File: config.mk
export PLATFORM = sky130hd
export DESIGN_NAME = washing_machine
export DESIGN_NICKNAME = d
export VERILOG_FILES = /design/src/wm_program_pkg.sv /design/src/wm_ctrl_pkg.sv /design/src/wm_phase_timer.sv /design/src/wm_flow_monitor.sv /design/src/wm_fault_supervisor.sv /design/src/wm_sequencer.sv /design/src/washing_machine.sv
export SDC_FILE = /design/constraint.sdc
export NUM_CORES = 1
export LEC_CHECK = 0
export ABC_CLOCK_PERIOD_IN_PS = 4400
export BUFFER_PORTS_ARGS = -buffer_cell sky130_fd_sc_hd__buf_2
export CAP_MARGIN = 20
export CORE_AREA = 10 10 139 141
export CTS_CLUSTER_SIZE = 10
export DETAILED_ROUTE_END_ITERATION = 10
export DIE_AREA = 0 0 149 151
export GPL_ROUTABILITY_DRIVEN = 0
export PLACE_DENSITY_LB_ADDON = 0.2
export SETUP_SLACK_MARGIN = 0.05
export SLEW_MARGIN = 20
export SYNTH_ARGS = -nofsm -noshare
export SYNTH_HDL_FRONTEND = slang
export SYNTH_SLANG_ARGS = --single-unit
File: constraint.sdc
create_clock -name clk -period 4.4 [get_ports clk]
set_input_delay 1.32 -clock clk [delete_from_list [all_inputs] [get_ports clk]]
set_output_delay 1.32 -clock clk [all_outputs]
set_load 0.005 [all_outputs]
File: src/wm_program_pkg.sv
`default_nettype none

package wm_program_pkg;

    // Wash programs as selected on the front panel
    typedef enum logic [2:0] {
        cotton     = 3'd0,
        synthetics = 3'd1,
        drum_clean = 3'd2,  // Empty drum
        quick_wash = 3'd3,
        daily_wash = 3'd4,
        delicates  = 3'd5,
        wool       = 3'd6,
        colours    = 3'd7
    } wash_mode_t;

    typedef logic [6:0] temp_t;       // Degrees, same scale as the ADC
    typedef logic [3:0] spin_code_t;  // Hundreds of rpm
    typedef logic [3:0] base_time_t;  // Program length in time units

    // Target water temperature per program
    function automatic temp_t mode_temp(input wash_mode_t mode);
        case (mode)
            drum_clean: return 7'd60;
            quick_wash: return 7'd10;
            delicates:  return 7'd30;
            default:    return 7'd40;
        endcase
    endfunction

    // Final spin speed per program
    function automatic spin_code_t mode_spin(input wash_mode_t mode);
        case (mode)
            drum_clean:       return 4'd12;
            quick_wash, wool: return 4'd8;
            delicates:        return 4'd4;
            default:          return 4'd14;
        endcase
    endfunction

    function automatic base_time_t mode_time(input wash_mode_t mode);
        case (mode)
            cotton:     return 4'd10;
            synthetics: return 4'd15;
            drum_clean: return 4'd12;
            quick_wash: return 4'd5;
            daily_wash: return 4'd8;
            delicates:  return 4'd6;
            wool:       return 4'd7;
            default:    return 4'd9;  // Colours
        endcase
    endfunction

endpackage

`default_nettype wire

File: src/wm_ctrl_pkg.sv
`default_nettype none

package wm_ctrl_pkg;

    typedef logic [9:0] level_t;  // Raw water level sensor reading

    localparam level_t fill_level = 10'd100;  // Drum counts as full at or above this

    // Fixed drum speeds outside the final spin
    localparam logic [3:0] drum_wash  = 4'd3;
    localparam logic [3:0] drum_rinse = 4'd1;

    // Cycle sequencer states
    typedef enum logic [3:0] {
        st_idle         = 4'b0000,
        st_start        = 4'b0001,
        st_fill         = 4'b0010,
        st_heat_fill    = 4'b0011,
        st_wash         = 4'b0100,
        st_drain_wash   = 4'b0101,
        st_rinse        = 4'b0111,
        st_drain_rinse  = 4'b1000,
        st_dry_spin     = 4'b1001,
        st_complete     = 4'b1010,
        st_pause        = 4'b1011,
        st_cancel_drain = 4'b1101   // Stop requested, empty the drum
    } seq_state_t;

endpackage

`default_nettype wire

File: src/wm_phase_timer.sv
`timescale 1ns/10ps
`default_nettype none

module wm_phase_timer #(
    parameter logic [15:0] ticks_per_unit = 16'd50000
) (
    input  wire logic                       clk,
    input  wire logic                       reset,
    input  wire logic                       phase_run,
    input  wire logic                       phase_clear,
    input  wire wm_program_pkg::base_time_t phase_units,
    output logic                            phase_done
);

    import wm_program_pkg::*;

    logic [15:0] tick_cnt;  // Prescaler within one unit
    base_time_t  unit_cnt;  // Whole units elapsed
    logic        at_end;

    // Total count equals phase_units * ticks_per_unit
    assign at_end     = (unit_cnt == phase_units) && (tick_cnt == 16'd0);
    assign phase_done = phase_run && at_end;

    always_ff @(posedge clk or posedge reset) begin
        if (reset) begin
            tick_cnt <= '0;
            unit_cnt <= '0;
        end else if (phase_clear) begin
            tick_cnt <= '0;
            unit_cnt <= '0;
        end else if (phase_run && !at_end) begin
            if (tick_cnt == ticks_per_unit - 16'd1) begin
                tick_cnt <= '0;
                unit_cnt <= unit_cnt + 4'd1;
            end else begin
                tick_cnt <= tick_cnt + 16'd1;
            end
        end
        // Neither run nor clear means paused, count holds
    end

endmodule

`default_nettype wire

File: src/wm_flow_monitor.sv
`timescale 1ns/10ps
`default_nettype none

module wm_flow_monitor #(
    parameter logic [15:0] flow_timeout = 16'd1000
) (
    input  wire logic                   clk,
    input  wire logic                   reset,
    input  wire logic                   flow_watch,
    input  wire logic                   flow_fill,  // 1 while filling, 0 while draining
    input  wire wm_ctrl_pkg::level_t    water_level_sensor,
    output logic                        flow_error
);

    import wm_ctrl_pkg::*;

    level_t      last_level;  // Level seen one cycle earlier
    logic [15:0] stall_cnt;   // Cycles without progress
    logic        moving;

    // Progress means the level moved the expected way since last cycle
    always_comb begin
        if (flow_fill) begin
            moving = water_level_sensor > last_level;
        end else begin
            moving = water_level_sensor < last_level;
        end
    end

    assign flow_error = flow_watch && (stall_cnt == flow_timeout);

    always_ff @(posedge clk or posedge reset) begin
        if (reset) begin
            last_level <= '0;
            stall_cnt  <= '0;
        end else begin
            last_level <= water_level_sensor;
            if (!flow_watch) begin
                stall_cnt <= '0;
            end else if (moving) begin
                stall_cnt <= '0;                  // Water is flowing, restart
            end else if (stall_cnt != flow_timeout) begin
                stall_cnt <= stall_cnt + 16'd1;   // Saturates at the timeout
            end
        end
    end

endmodule

`default_nettype wire

File: src/wm_fault_supervisor.sv
`timescale 1ns/10ps
`default_nettype none

module wm_fault_supervisor (
    input  wire logic clk,
    input  wire logic reset,
    input  wire logic pause,
    input  wire logic continue_signal,
    input  wire logic vibration_sensor,
    input  wire logic flow_error,
    input  wire logic flow_fill,
    output logic      pause_pulse,
    output logic      continue_pulse,
    output logic      fault_active,
    output logic      water_flow_error_led,
    output logic      drainage_error_led,
    output logic      vibration_error_led
);

    logic pause_d;
    logic continue_d;
    logic fill_flag;   // Fill stalled
    logic drain_flag;  // Drain stalled
    logic vib_flag;

    always_ff @(posedge clk or posedge reset) begin
        if (reset) begin
            pause_d        <= 1'b0;
            continue_d     <= 1'b0;
            pause_pulse    <= 1'b0;
            continue_pulse <= 1'b0;
        end else begin
            pause_d        <= pause;
            continue_d     <= continue_signal;
            pause_pulse    <= pause && !pause_d;               // Rising edges only
            continue_pulse <= continue_signal && !continue_d;
        end
    end

    // A new fault wins over a clearing continue in the same cycle
    always_ff @(posedge clk or posedge reset) begin
        if (reset) begin
            fill_flag  <= 1'b0;
            drain_flag <= 1'b0;
            vib_flag   <= 1'b0;
        end else begin
            if (vibration_sensor) begin
                vib_flag <= 1'b1;
            end else if (continue_pulse) begin
                vib_flag <= 1'b0;
            end

            if (flow_error && flow_fill) begin
                fill_flag <= 1'b1;
            end else if (continue_pulse) begin
                fill_flag <= 1'b0;
            end

            if (flow_error && !flow_fill) begin
                drain_flag <= 1'b1;
            end else if (continue_pulse) begin
                drain_flag <= 1'b0;
            end
        end
    end

    assign fault_active         = fill_flag || drain_flag || vib_flag;
    assign water_flow_error_led = fill_flag;
    assign drainage_error_led   = drain_flag;
    assign vibration_error_led  = vib_flag;

endmodule

`default_nettype wire

File: src/wm_sequencer.sv
`timescale 1ns/10ps
`default_nettype none

module wm_sequencer (
    input  wire logic                       clk,
    input  wire logic                       reset,
    input  wire logic                       start,
    input  wire logic                       stop,
    input  wire logic                       door_locked,
    input  wire wm_program_pkg::wash_mode_t wash_mode,
    input  wire wm_program_pkg::temp_t      temperature_adc_sensor,
    input  wire wm_ctrl_pkg::level_t        water_level_sensor,
    input  wire logic                       pause_pulse,
    input  wire logic                       continue_pulse,
    input  wire logic                       fault_active,
    input  wire logic                       phase_done,
    output logic                            phase_run,
    output logic                            phase_clear,
    output wm_program_pkg::base_time_t      phase_units,
    output logic                            flow_watch,
    output logic                            flow_fill,
    output logic                            door_lock,
    output logic                            water_valve,
    output logic                            heater,
    output logic                            drain_pump,
    output wm_program_pkg::spin_code_t      drum_motor,
    output logic                            cycle_complete_led
);

    import wm_program_pkg::*;
    import wm_ctrl_pkg::*;

    seq_state_t state;
    seq_state_t next_state;
    seq_state_t resume_state;  // Where continue returns to
    wash_mode_t mode_q;        // Program chosen at start
    temp_t      target_temp;
    spin_code_t spin_speed;
    base_time_t base_time;
    logic       running;       // Pause and faults only act here
    logic       full;
    logic       empty;
    logic       cold;

    assign target_temp = mode_temp(mode_q);
    assign spin_speed  = mode_spin(mode_q);
    assign base_time   = mode_time(mode_q);

    assign full    = water_level_sensor >= fill_level;
    assign empty   = water_level_sensor == '0;
    assign cold    = temperature_adc_sensor < target_temp;
    assign running = !(state inside {st_idle, st_pause, st_cancel_drain});

    always_comb begin
        next_state = state;
        if (stop) begin
            next_state = st_cancel_drain;
        end else if (state == st_pause && continue_pulse) begin
            next_state = resume_state;
        end else if (running && fault_active) begin
            next_state = st_pause;
        end else if (running && pause_pulse) begin
            next_state = st_pause;
        end else begin
            case (state)
                st_idle:         if (start && door_locked) next_state = st_start;
                st_start:        next_state = st_fill;
                st_fill:         if (full) next_state = st_heat_fill;
                st_heat_fill:    if (full && !cold) next_state = st_wash;
                st_wash:         if (phase_done) next_state = st_drain_wash;
                st_drain_wash:   if (empty) next_state = st_rinse;
                st_rinse:        if (phase_done) next_state = st_drain_rinse;
                st_drain_rinse:  if (empty) next_state = st_dry_spin;
                st_dry_spin:     if (phase_done) next_state = st_complete;
                st_complete:     next_state = st_idle;
                st_pause:        next_state = st_pause;   // Wait for continue
                st_cancel_drain: if (empty) next_state = st_idle;
                default:         next_state = st_cancel_drain;
            endcase
        end
    end

    always_ff @(posedge clk or posedge reset) begin
        if (reset) begin
            state        <= st_idle;
            resume_state <= st_idle;
            mode_q       <= cotton;
        end else begin
            state <= next_state;
            if (next_state == st_pause && state != st_pause) begin
                resume_state <= state;
            end
            if (state == st_idle && next_state == st_start) begin
                mode_q <= wash_mode;  // Program fixed for the whole cycle
            end
        end
    end

    // Actuators and timer control follow the state directly
    always_comb begin
        door_lock          = state != st_idle;
        water_valve        = 1'b0;
        heater             = 1'b0;
        drain_pump         = 1'b0;
        drum_motor         = '0;
        cycle_complete_led = 1'b0;
        phase_run          = 1'b0;
        phase_clear        = 1'b1;
        phase_units        = '0;
        case (state)
            st_fill: water_valve = 1'b1;
            st_heat_fill: begin
                water_valve = !full;  // Top up while heating
                heater      = cold;
            end
            st_wash: begin
                heater      = cold;
                drum_motor  = drum_wash;
                phase_run   = 1'b1;
                phase_clear = 1'b0;
                phase_units = base_time >> 1;
            end
            st_rinse: begin
                drum_motor  = drum_rinse;
                phase_run   = 1'b1;
                phase_clear = 1'b0;
                phase_units = base_time / 4'd5;
            end
            st_dry_spin: begin
                drum_motor  = spin_speed;
                phase_run   = 1'b1;
                phase_clear = 1'b0;
                phase_units = base_time / 4'd5;
            end
            st_drain_wash, st_drain_rinse, st_cancel_drain: drain_pump = !empty;
            st_complete: cycle_complete_led = 1'b1;
            st_pause:    phase_clear = 1'b0;  // Keep the phase count
            default: ;
        endcase
    end

    // Watch the water only while it is supposed to move
    assign flow_fill  = water_valve;
    assign flow_watch = water_valve || drain_pump;

endmodule

`default_nettype wire

File: src/washing_machine.sv
`timescale 1ns/10ps
`default_nettype none

module washing_machine #(
    parameter logic [15:0] ticks_per_unit = 16'd50000,
    parameter logic [15:0] flow_timeout   = 16'd1000
) (
    input  wire logic                       clk,
    input  wire logic                       reset,
    input  wire logic                       start,
    input  wire logic                       stop,
    input  wire logic                       pause,
    input  wire logic                       continue_signal,
    input  wire logic                       door_locked,       // 1 when the door is shut
    input  wire logic                       vibration_sensor,  // 1 on excessive vibration
    input  wire wm_program_pkg::temp_t      temperature_adc_sensor,
    input  wire wm_program_pkg::wash_mode_t wash_mode,
    input  wire wm_ctrl_pkg::level_t        water_level_sensor,
    output logic                            cycle_complete_led,
    output logic                            door_lock,
    output logic                            water_valve,
    output logic                            heater,
    output logic                            drain_pump,
    output wm_program_pkg::spin_code_t      drum_motor,
    output logic                            water_flow_error_led,
    output logic                            drainage_error_led,
    output logic                            vibration_error_led
);

    import wm_program_pkg::*;

    logic       phase_run;
    logic       phase_clear;
    base_time_t phase_units;
    logic       phase_done;
    logic       flow_watch;
    logic       flow_fill;
    logic       flow_error;
    logic       pause_pulse;
    logic       continue_pulse;
    logic       fault_active;

    wm_sequencer u_sequencer (
        .clk                    (clk),
        .reset                  (reset),
        .start                  (start),
        .stop                   (stop),
        .door_locked            (door_locked),
        .wash_mode              (wash_mode),
        .temperature_adc_sensor (temperature_adc_sensor),
        .water_level_sensor     (water_level_sensor),
        .pause_pulse            (pause_pulse),
        .continue_pulse         (continue_pulse),
        .fault_active           (fault_active),
        .phase_done             (phase_done),
        .phase_run              (phase_run),
        .phase_clear            (phase_clear),
        .phase_units            (phase_units),
        .flow_watch             (flow_watch),
        .flow_fill              (flow_fill),
        .door_lock              (door_lock),
        .water_valve            (water_valve),
        .heater                 (heater),
        .drain_pump             (drain_pump),
        .drum_motor             (drum_motor),
        .cycle_complete_led     (cycle_complete_led)
    );

    wm_phase_timer #(
        .ticks_per_unit (ticks_per_unit)
    ) u_phase_timer (
        .clk         (clk),
        .reset       (reset),
        .phase_run   (phase_run),
        .phase_clear (phase_clear),
        .phase_units (phase_units),
        .phase_done  (phase_done)
    );

    wm_flow_monitor #(
        .flow_timeout (flow_timeout)
    ) u_flow_monitor (
        .clk                (clk),
        .reset              (reset),
        .flow_watch         (flow_watch),
        .flow_fill          (flow_fill),
        .water_level_sensor (water_level_sensor),
        .flow_error         (flow_error)
    );

    wm_fault_supervisor u_fault_supervisor (
        .clk                  (clk),
        .reset                (reset),
        .pause                (pause),
        .continue_signal      (continue_signal),
        .vibration_sensor     (vibration_sensor),
        .flow_error           (flow_error),
        .flow_fill            (flow_fill),
        .pause_pulse          (pause_pulse),
        .continue_pulse       (continue_pulse),
        .fault_active         (fault_active),
        .water_flow_error_led (water_flow_error_led),
        .drainage_error_led   (drainage_error_led),
        .vibration_error_led  (vibration_error_led)
    );

endmodule

`default_nettype wire

# --- Yosys cells after proc, flatten, opt, wreduce, memory -nomap -nowiden ---
# Index checks and enable logic that the tools add are counted.
# Widths: inputs -> output; s select.
classes:
  n_addsub: 3
  div_mod_pow: 1
  n_lt_le_gt_ge: 4
  eq_ne: 27
  mux: 38
  reduce_logical: 42
op_table:
  columns: ["operator", "count"]
  rows:
  - ["$mux 16", 6]
  - ["$mux 4", 16]
  - ["$pmux 4 s12", 1]
  - ["$add 16x1->16 const B", 2]
  - ["$pmux 4 s7", 1]
  - ["$eq 4x4->1 const B", 6]
  - ["$pmux 4 s3", 2]
  - ["$pmux 6 s3", 1]
  - ["$eq 16x10->1 const B", 1]
  - ["$eq 16x16->1 const B", 1]
  - ["$logic_not 16->1", 1]
  - ["$ne 16x10->1 const B", 1]
  - ["$logic_and 1x1->1", 15]
  - ["$eq 4x3->1 const B", 3]
  - ["$ge 10x7->1 const B", 1]
  - ["$gt 10x10->1", 1]
  - ["$logic_not 10->1", 1]
  - ["$lt 10x10->1", 1]
  - ["$eq 3x3->1 const B", 3]
  - ["$mux 1", 9]
  - ["$eq 4x1->1 const B", 2]
  - ["$eq 4x2->1 const B", 2]
  - ["$logic_not 1->1", 8]
  - ["$pmux 4 s2", 1]
  - ["other kinds (20)", 29]
totals:
  regBits: 64
  inputBits: 28

# --- Depth between registers and ports, before layout ---
# Gate-level depths: netlist of the first run.
logic_depth:
  ltp_word: 15
  depth_mapped: 14

# --- By module ---
# From an unflattened synthesis of the first run, not the netlist that was laid out.
hier_totals:
  hier_cells: 466
  hier_area_um2: 4285.4
by_module_without_submodules:
  columns: ["mod", "instances", "cells_per_inst", "area_per_inst_um2"]
  rows:
  - ["wm_flow_monitor", 1, 143, 1492.7]
  - ["wm_phase_timer", 1, 143, 1285.0]
  - ["wm_sequencer", 1, 164, 1276.2]
  - ["wm_fault_supervisor", 1, 16, 231.5]

# --- Worst setup path before layout of the first run ---
# OpenSTA, ideal clock, no wires.
synth_timing:
  path_type: "input to output"
  from: "input port temperature_adc_sensor[4]"
  to: "output port heater"
  arrival_ns: 2.442
  t_required_ns: 3.080
  slack_ns: 0.638
  stages: 5
  cell_sequence: "ha_1 -> nor4b_1 -> a22oi_1 -> a211o_1 -> nor3b_1"
synth_between:
  elab_chain_len: 2
synth_rtl:
  columns: ["item", "line_no", "source"]
  rows:
  - ["start: declaration", "washing_machine.sv:16", "input wire wm_program_pkg::temp_t temperature_adc_sensor,"]
  - ["$lt 7x6->1", "wm_sequencer.sv:51", "assign cold = temperature_adc_sensor < target_temp;"]
  - ["$mux 1", "wm_sequencer.sv:110", "case (state)"]
  - ["end: declaration", "washing_machine.sv:22", "output logic heater,"]
# No other way between the ends.

# --- Worst setup path in the final report of the first run ---
# Same ends and word-level chain as after synthesis.

==> results of run 1 <==
==> final cells by class <==
cell class              instances  area share
well taps                     220      0.0575
diodes                          1    0.000523
multi-input cells             330       0.466
inverters                      33      0.0259
clock buffers                  12      0.0515
clock inverters                 4     0.00418
flip-flops and latches         64       0.335
repair buffers                 51      0.0601
==> per-layer routing <==
layer  GRT usage  wire [um]
met1       0.112       4730
met2       0.146       4510
met3      0.0221        383
met4      0.0324        158
met5           0          0
==> power groups by stage <==
stage | registers, mW | logic, mW | clock network, mW
finish | 0.685 | 0.858 | 0.639
global route | 0.693 | 0.969 | 0.687
CTS | 0.685 | 0.873 | 0.662
detailed placement | 0.696 | 0.868 | 0
global placement | 0.695 | 0.864 | 0
floorplan | 0.675 | 0.632 | 0
==> stage by stage <==
| step | area (um^2) | util | hold WS, ps | total power, mW | std cells |
|---|---|---|---|---|---|
| after global routing | 4780 | 0.291 | 421 | 2.35 | 714 |
| after CTS | 4780 | 0.291 | 398 | 2.22 | 714 |
| after detailed placement | 4520 | 0.274 | 389 | 1.56 | 698 |
| after floorplan | 4030 | - | 378 | 1.31 | 444 |
| after global placement | 4520 | 0.274 | 388 | 1.56 | 698 |
| final | 4790 | 0.291 | 396 | 2.18 | 715 |
==> worst max-delay path, delay by kind of cell <==
family | cells | cell delay (ps)
AND/OR/NAND/NOR | 2 | 470
adder cells (fa/ha/maj) | 1 | 200
AO/OA/AOI/OAI | 2 | 490
buffers and inverters | 2 | 250
==> final timing paths <==
check,slack [ps],depth (start not counted),to,startpoint
hold reg to reg,400,1,u_fault_supervisor.continue_pulse,u_fault_supervisor.continue_d
hold / removal,400,1,u_fault_supervisor.continue_pulse,u_fault_supervisor.continue_d
setup reg to reg,580,12,u_sequencer.resume_state[0],u_sequencer.mode_q[2]
setup / recovery,360,7,heater,temperature_adc_sensor[4]
min in group asynchronous,1170,2,u_fault_supervisor.pause_d,reset
max in group asynchronous,2390,3,u_flow_monitor.last_level[6],reset
==> cell families (layout without fill, tap and decap cells) <==
logic type | after synthesis | count (layout) | share of synthesized area
other | 0 | 1 | 0
adders and majority gates | 20 | 20 | 0.0621
muxes | 8 | 8 | 0.0220
DFF | 64 | 64 | 0.397
AOI/OAI and AO/OA | 93 | 93 | 0.156
xor gates and xnor gates | 29 | 29 | 0.0630
and+or+nand+nor | 180 | 180 | 0.249
buffers and inverters | 50 | 100 | 0.0503
==> placed cells by master, fill, tap and decap left out, types with 4 or more instances in the layout <==
master	Yosys	layout
sky130_fd_sc_hd__a21oi_1	23	23
sky130_fd_sc_hd__nor3_1	11	11
sky130_fd_sc_hd__xnor2_1	13	13
sky130_fd_sc_hd__nor2_1	47	47
sky130_fd_sc_hd__xor2_1	16	16
sky130_fd_sc_hd__o211ai_1	4	4
sky130_fd_sc_hd__nand2_1	25	25
sky130_fd_sc_hd__o21a_1	4	4
sky130_fd_sc_hd__buf_2	3	38
sky130_fd_sc_hd__and3_1	16	16
sky130_fd_sc_hd__mux2_1	4	4
sky130_fd_sc_hd__nand3_1	18	18
sky130_fd_sc_hd__nor2b_1	6	6
sky130_fd_sc_hd__inv_1	33	32
sky130_fd_sc_hd__ha_1	20	20
sky130_fd_sc_hd__a21o_1	10	10
sky130_fd_sc_hd__nand2b_1	9	9
sky130_fd_sc_hd__nor4_1	5	5
sky130_fd_sc_hd__dfrtp_1	64	64
sky130_fd_sc_hd__nand4_1	6	6
sky130_fd_sc_hd__nor3b_1	4	4
sky130_fd_sc_hd__buf_4	1	13
sky130_fd_sc_hd__o21ai_0	18	18
sky130_fd_sc_hd__or3_1	6	6
sky130_fd_sc_hd__clkbuf_16	0	9
sky130_fd_sc_hd__clkinv_2	0	4
sky130_fd_sc_hd__or3b_2	4	4
==> state kept, by name (all words and copies together) (netlist names) <==
signal and count:
u_fault_supervisor.vibration_error_led 1, u_fault_supervisor.pause_d 1, u_fault_supervisor.water_flow_error_led 1, u_phase_timer.tick_cnt 16, u_flow_monitor.stall_cnt 16, u_fault_supervisor.continue_pulse 1, u_fault_supervisor.continue_d 1, u_flow_monitor.last_level 10
u_sequencer.mode_q 3, u_fault_supervisor.pause_pulse 1, u_sequencer.resume_state 4, u_sequencer.state 4, u_fault_supervisor.drainage_error_led 1, u_phase_timer.unit_cnt 4
==> results.md, run 1 <==
- The via count of the first global-routing pass was 3427.
- The primary flip-flop cell chosen by synthesis mapping is sky130_fd_sc_hd__dfrtp_1.
- The post-synthesis to final-layout area growth is 18.7%.
- The number of buffers inserted by port buffering is 38.
- By area the synthesized netlist is led by sky130_fd_sc_hd__dfrtp_1, sky130_fd_sc_hd__ha_1, sky130_fd_sc_hd__nor2_1.
- The final total negative setup slack is 0 ps.
- The maximum operating frequency is 247 MHz.
- The effective utilization at floorplan is 0.245.
- Dividing the final minimum period by the clock period gives 0.919.
- The largest single stage delay on the critical path is 360 ps.
- The worst pin sits at a relative slew slack of 0.421.
- Traced cell by cell, the critical path runs through buf_2 -> ha_1 -> nor4b_1 -> a22oi_1 -> a211o_1 -> nor3b_1 -> buf_2.
- The setup slack of the critical path after layout is 355 ps.
- The estimated wirelength of the detail-placed design is 7270 um.
- The transition time at the pin with the least slew margin is 867 ps.
- The pin count of the biggest net entering global routing is 42.
- The die is 149 um wide.
- The number of hold violations in the final report is 0.
- In this run, synthesis produced a sequential element count of 64.
- Gates resized during post-CTS repair numbered 0.
- The core region is 0.0165 mm^2.
- The first global-routing pass estimated 16700 um of wire.
- For this run, the total global-route usage over all layers was measured as 0.0895.
- The cell count after synthesis is 444.
- The worst path required time is 3080 ps.
- The TritonCTS buffer count is 9.
- The run finished with clean final reports.
- The worst setup path is launched from an input port.
- The worst-case IR drop observed on VDD is 0.210 mV.
- The portion of total power attributed to sequential cells is 0.314.
- On the final layout, the worst clock skew is 4.01 ps.
- After the first detailed-routing iteration, the DRC count stood at 250.
- The remaining design rule violation count is 0.
- Counting distinct cell types in the post-synthesis netlist gives 67.
- Of the synthesized area, sequential elements account for 0.397.
- Setup repair after global routing left no endpoint under its margin.
- For the worst setup path, the data arrival time is 2720 ps.
- Once detail routing completed, the nets flagged for antenna violations numbered 0.
- The share of async-settable or async-resettable flops after synthesis is 1.00.
- TritonCTS built the clock tree.
- The type of the worst min-delay path is flop to flop.
- The deepest clock path buffer count is 2.
- The floorplan has 47 rows.
- Summing all multi-input logic gate instances after layout gives 0.00223 mm^2.
- The static leakage power is 2.16 nW.
- The fraction of layout cells with a size suffix above 1 is 0.168.
- The internal power component is 1.38 mW.
- The max-slew violation count is 0.
- In the final routed layout, each cell accounts on average for 13.7 um.
- For this design, the CTS-stage hold fixing added 0 buffers.
- The first detailed-routing pass ran for 4 iterations.
- A synthesized cell averages 9.08 um^2.
- Counting I/O delays and the setup requirement, the final critical path takes 4040 ps.
- The cell type contributing the most total cell area after synthesis is sky130_fd_sc_hd__dfrtp_1.
- The tool flagged a number of max-cap violations equal to 0.
- The critical path's most frequent cell is sky130_fd_sc_hd__buf_2.
- The post-CTS repair timing setup buffer count is 0.
- The via density per instance is 4.70.
- The initial antenna violation count is 1.
- The number of H-tree levels is 3.
- The aggregate global routing overflow is 0.
- Of the total power, the share spent switching nets is 0.368.
- Of the total power, combinational logic draws 0.393.
- The later pin in the worst-skew pair is clocked with a latency of 330 ps.
- The summed instance area of the synthesized netlist is 0.00403 mm^2.
- The endpoint kind of the worst setup timing path is an output pin.
- Detailed routing inserted a total of 3359 vias.
- For this run, the post-layout net count is 537.
- The final setup violation count is 0.
- After filler insertion, the fill cell instance count of the layout stands at 1763.
- The number of nets in the synthesized netlist is 492.
- In this run the power spent charging and discharging nets is 0.804 mW.
- In this run the worst path has a maximum fanout of 3.
- The count of flip-flops with a built-in enable after synthesis is 0.
- The power density over cell area is 456 mW/mm^2.
- The clock sink count is 64.
- The classification of the worst setup path is input port to output pin.
- By instance count, the leading cell after synthesis is sky130_fd_sc_hd__dfrtp_1.
- The area share of the leading cell type in the synthesized netlist is 0.397.
- The slowest cell on the critical path is sky130_fd_sc_hd__a211o_1.
- The cell at the root of the clock tree is sky130_fd_sc_hd__clkbuf_16.
- The combined flip-flop and latch cell area is 0.00160 mm^2.
- The final wirelength is 9780 um.
- Of the total power, the clock network draws 0.293.
- The worst setup slack after placement is 316 ps.
- The die is 151 um tall.
- The commonest cells after synthesis are sky130_fd_sc_hd__dfrtp_1, sky130_fd_sc_hd__nor2_1, sky130_fd_sc_hd__inv_1.
- The warning count from the yosys run is 0.
- The die area is 0.0225 mm^2.
- Clock-pin slew was measured on the worst setup and hold paths at 50 ps.
- During I/O placement, the number of pins put on the boundary was 40.
Power figures use the tool's default switching activity.
==> inputs of run 2 (changes only) <==
ABC_CLOCK_PERIOD_IN_PS = 3400   (was 4400)
clock period = 3.4 ns   (was 4.4 ns; I/O delays follow)
==> run 2 against run 1 <==
The flow now finishes with violations (negative setup slack). Sequential power is 28% higher. Clock-buffer cell count decreased by 2. Register-to-register slack worse by 530 ps. Combinational power increased by 59%. Critical endpoint unchanged. Critical path depth up 3. Via count is 3.8% higher. Hold slack worse by 5.2 ps. Wire length up 4.1%. Utilization is 3.0 points higher.
==> results.md, run 2 (synthesis gave the netlist of run 1 again) <==
- The run finished, with violations left.
- The checks that failed: negative setup slack.
- The maximum clock skew at final layout is 8.31 ps (+4.30 ps).
- The power dissipated by switching net loads is 1.16 mW (+44%).
- The final instance area is 0.00529 mm^2 (+10%).
- The pin count of the biggest net entering global routing is 65 (+55%).
- The portion of total power attributed to combinational logic is 0.409 (+0.016).
- The type of the worst min-delay path is flop to flop.
- The final total negative setup slack came to -68.7 ps (-68.7 ps).
- The transition time at the pin with the least slew margin is 615 ps (-253 ps).
- The via count of the first global-routing pass is 3512 (+2.5%).
- The clock-pin slew reported for the worst setup and hold paths after clock tree synthesis was 60 ps (about the same).
- The worst path required time was 2380 ps (-700 ps).
- The worst hold path terminates at u_fault_supervisor.pause_pulse.
- The TritonCTS buffer count is 9 (unchanged).
- The post-detailed-route count of antenna-violating nets is 0 (unchanged).
- The instance count along the most critical hold path is 1 (unchanged).
- The clock tree from TritonCTS is yes.
- The total cell area at the placement stage is 0.00471 mm^2 (+4.3%).
- The post-route core utilization came to 0.321 (+0.0303).
- The number of ports placed on the die boundary is 40 (unchanged).
- The post-layout minimum cycle time is 3470 ps.
- The startpoint of the lowest-slack register-to-register path is u_sequencer.mode_q[2].
- The effective utilization at floorplan came to 0.245 (unchanged).
- The vertical die dimension came to 151 um (unchanged).
- The DRC violation total after the first TritonRoute iteration is 148 (-41%).
- The setup slack of the critical path after layout is -68.7 ps (-424 ps).
- The final wirelength is 10200 um (+4.1%).
- The deepest clock path buffer count is 2 (unchanged).
- The number of hold violations in the final report is 0 (unchanged).
- The power share of the clock group is 0.328 (+0.035).
- The worst-case register-to-register setup slack was 50 ps (-530 ps).
- The layout filler cell count is 1733 (-1.7%).
- The placement row count is 47 (unchanged).
- The area growth from synthesis to layout is 31.1%.
- The width of the die was 149 um (unchanged).
- The worst reg2reg path endpoint is u_sequencer.resume_state[3].
- The static leakage power came to 2.37 nW (+9.8%).
- Leaving out fill and tap cells, the most frequent cells in the layout are sky130_fd_sc_hd__dfrtp_1, sky130_fd_sc_hd__nor2_1, sky130_fd_sc_hd__buf_4, sky130_fd_sc_hd__buf_2, sky130_fd_sc_hd__inv_1.
- The count of antenna diodes in the layout is 0 (-1).
- The clock network latency to the later pin of the worst-skew pair is 340 ps (about the same).
- The switching portion of total power is 0.347 (-0.0209).
- The max-slew violation count is 0 (unchanged).
- The fraction of layout cells with a size suffix above 1 came to 0.277 (+0.109).
- The category of the worst setup path launch point is a flop.
- The wire length of the first global-routing pass is 17300 um (+3.6%).
- Clock tree synthesis selected as its root buffer the cell sky130_fd_sc_hd__clkbuf_16.
- The count of maximum capacitance violations was 0 (unchanged).
- The internal power component came to 2.18 mW (+58%).
- The number of buffers inserted by port buffering is 38 (unchanged).
- The worst vdd rail ir drop is 0.258 mV (+23%).
- The via density per instance is 4.68 (-0.29%).
- STA classifies the critical path endpoint as an output pin.
- The maximum operating frequency is 288 MHz.
- Setup repair after global routing could not meet its margin everywhere.
- In the finished design, the share of the clock period the worst path needs comes to 1.02.
- The initial antenna violation count was 0 (-1).
- The clock sink count is 64 (unchanged).
- The power density over cell area came to 632 mW/mm^2 (+39%).
- The tightest slew margin relative to the limit is 0.588 (+0.166).
- The number of H-tree levels is 3 (unchanged).
- The portion of total power attributed to sequential cells is 0.263 (-0.051).
- The combined global-route utilization of all metal layers is 0.0929 (+0.00346).
- The depth of the most critical reg-to-reg path is 14 (+2).
- The worst setup path is of the flop to output pin kind.
- The area of the placeable core is 0.0165 mm^2 (unchanged).
- The layout net count is 567 (+5.6%).
- The die area is 0.0225 mm^2 (unchanged).
- The remaining design rule violation count is 0 (unchanged).
- The largest fanout of any net on the critical path is 6 (+3).
- The largest registers in the layout are u_flow_monitor.stall_cnt: 16 flops, u_phase_timer.tick_cnt: 16 flops, u_flow_monitor.last_level: 10 flops.
- The aggregate global routing overflow is 0 (unchanged).
- The final setup violation count was 1 (+1).
- The data arrival time at the worst-slack endpoint was 2450 ps (-270 ps).
- The detailed-routing iteration count for the pre-antenna-repair pass was 4 (unchanged).
- The average routed wire per standard cell was 13.7 um (about the same).
- The detailed-route via count is 3485 (+3.8%).
- The worst hold path startpoint is u_fault_supervisor.pause_d.
- Leaving out fill and tap cells, the most frequent cell in the layout is sky130_fd_sc_hd__dfrtp_1.
- The estimated wirelength of the detail-placed design was 7500 um (+3.2%).
==> run 2: critical path: stages (launching register included) <==
cell and delay [ps]:
sky130_fd_sc_hd__dfrtp_1 390, sky130_fd_sc_hd__buf_6 140, sky130_fd_sc_hd__or2b_1 230, sky130_fd_sc_hd__nor2_1 110, sky130_fd_sc_hd__nor2_2 60, sky130_fd_sc_hd__ha_2 180
sky130_fd_sc_hd__nor4b_2 280, sky130_fd_sc_hd__a22oi_1 140, sky130_fd_sc_hd__a211o_1 310, sky130_fd_sc_hd__nor3b_2 150, sky130_fd_sc_hd__buf_2 130
==> run 2: per-layer routing <==
metal / global-route usage / routed length, um / vias to the layer above
li1: - / - / 1744
met1: 0.120 / 4990 / 1690
met2: 0.147 / 4740 / 39
met3: 0.0182 / 297 / 12
met4: 0.0402 / 153 / 0
met5: 0 / 0 / -
==> run 2: cell type report <==
| type | count | area (um^2) | area share |
|---|---|---|---|
| inverter | 33 | 124 | 0.0234 |
| tap | 220 | 275 | 0.0521 |
| multi-input combinational | 330 | 2390 | 0.452 |
| sequential | 64 | 1600 | 0.304 |
| timing repair buffer | 81 | 537 | 0.102 |
| clock buffer | 10 | 239 | 0.0452 |
| clock inverter | 6 | 116 | 0.0220 |
==> run 2: through the flow <==
stage          worst slack, ps  total power [mW]  cells  hold slack (ps)
6_report                 -68.7              3.34    744              390
5_1_grt                   -186              3.57    744              409
4_1_cts                  -72.9              3.28    741              395
3_5_place_dp              -215              2.12    722              387
3_3_place_gp              -114              2.11    722              389
2_1_floorplan             81.8              1.69    444              378
==> run 2: worst max-delay path by stage <==
stage / start / end / slack [ps] / depth (start not counted)
global route: u_sequencer.mode_q[2] / heater / -190 / 10
CTS: u_sequencer.mode_q[2] / heater / -70 / 10
global placement: temperature_adc_sensor[4] / u_sequencer.resume_state[3] / -110 / 12
floorplan: u_sequencer.mode_q[1] / u_sequencer.resume_state[0] / 80 / 12
detailed placement: temperature_adc_sensor[4] / u_sequencer.mode_q[2] / -220 / 12
finish: u_sequencer.mode_q[2] / heater / -70 / 10
==> run 2: timing repair <==
item | CTS | global route
pin swaps | 5 | 17
gates resized for setup | 11 | 32
setup buffers | 3 | 3
setup endpoints to repair | 9 | 12
hold buffers | 0 | 0
==> run 2: power by group through the flow <==
stage                     sequential, mW  clock [mW]  combinational [mW]
after floorplan                    0.874           0               0.818
after global placement             0.889           0                1.22
after detailed placement           0.891           0                1.23
after CTS                          0.878        1.13                1.27
after global routing               0.893        1.16                1.51
final                              0.880        1.09                1.36
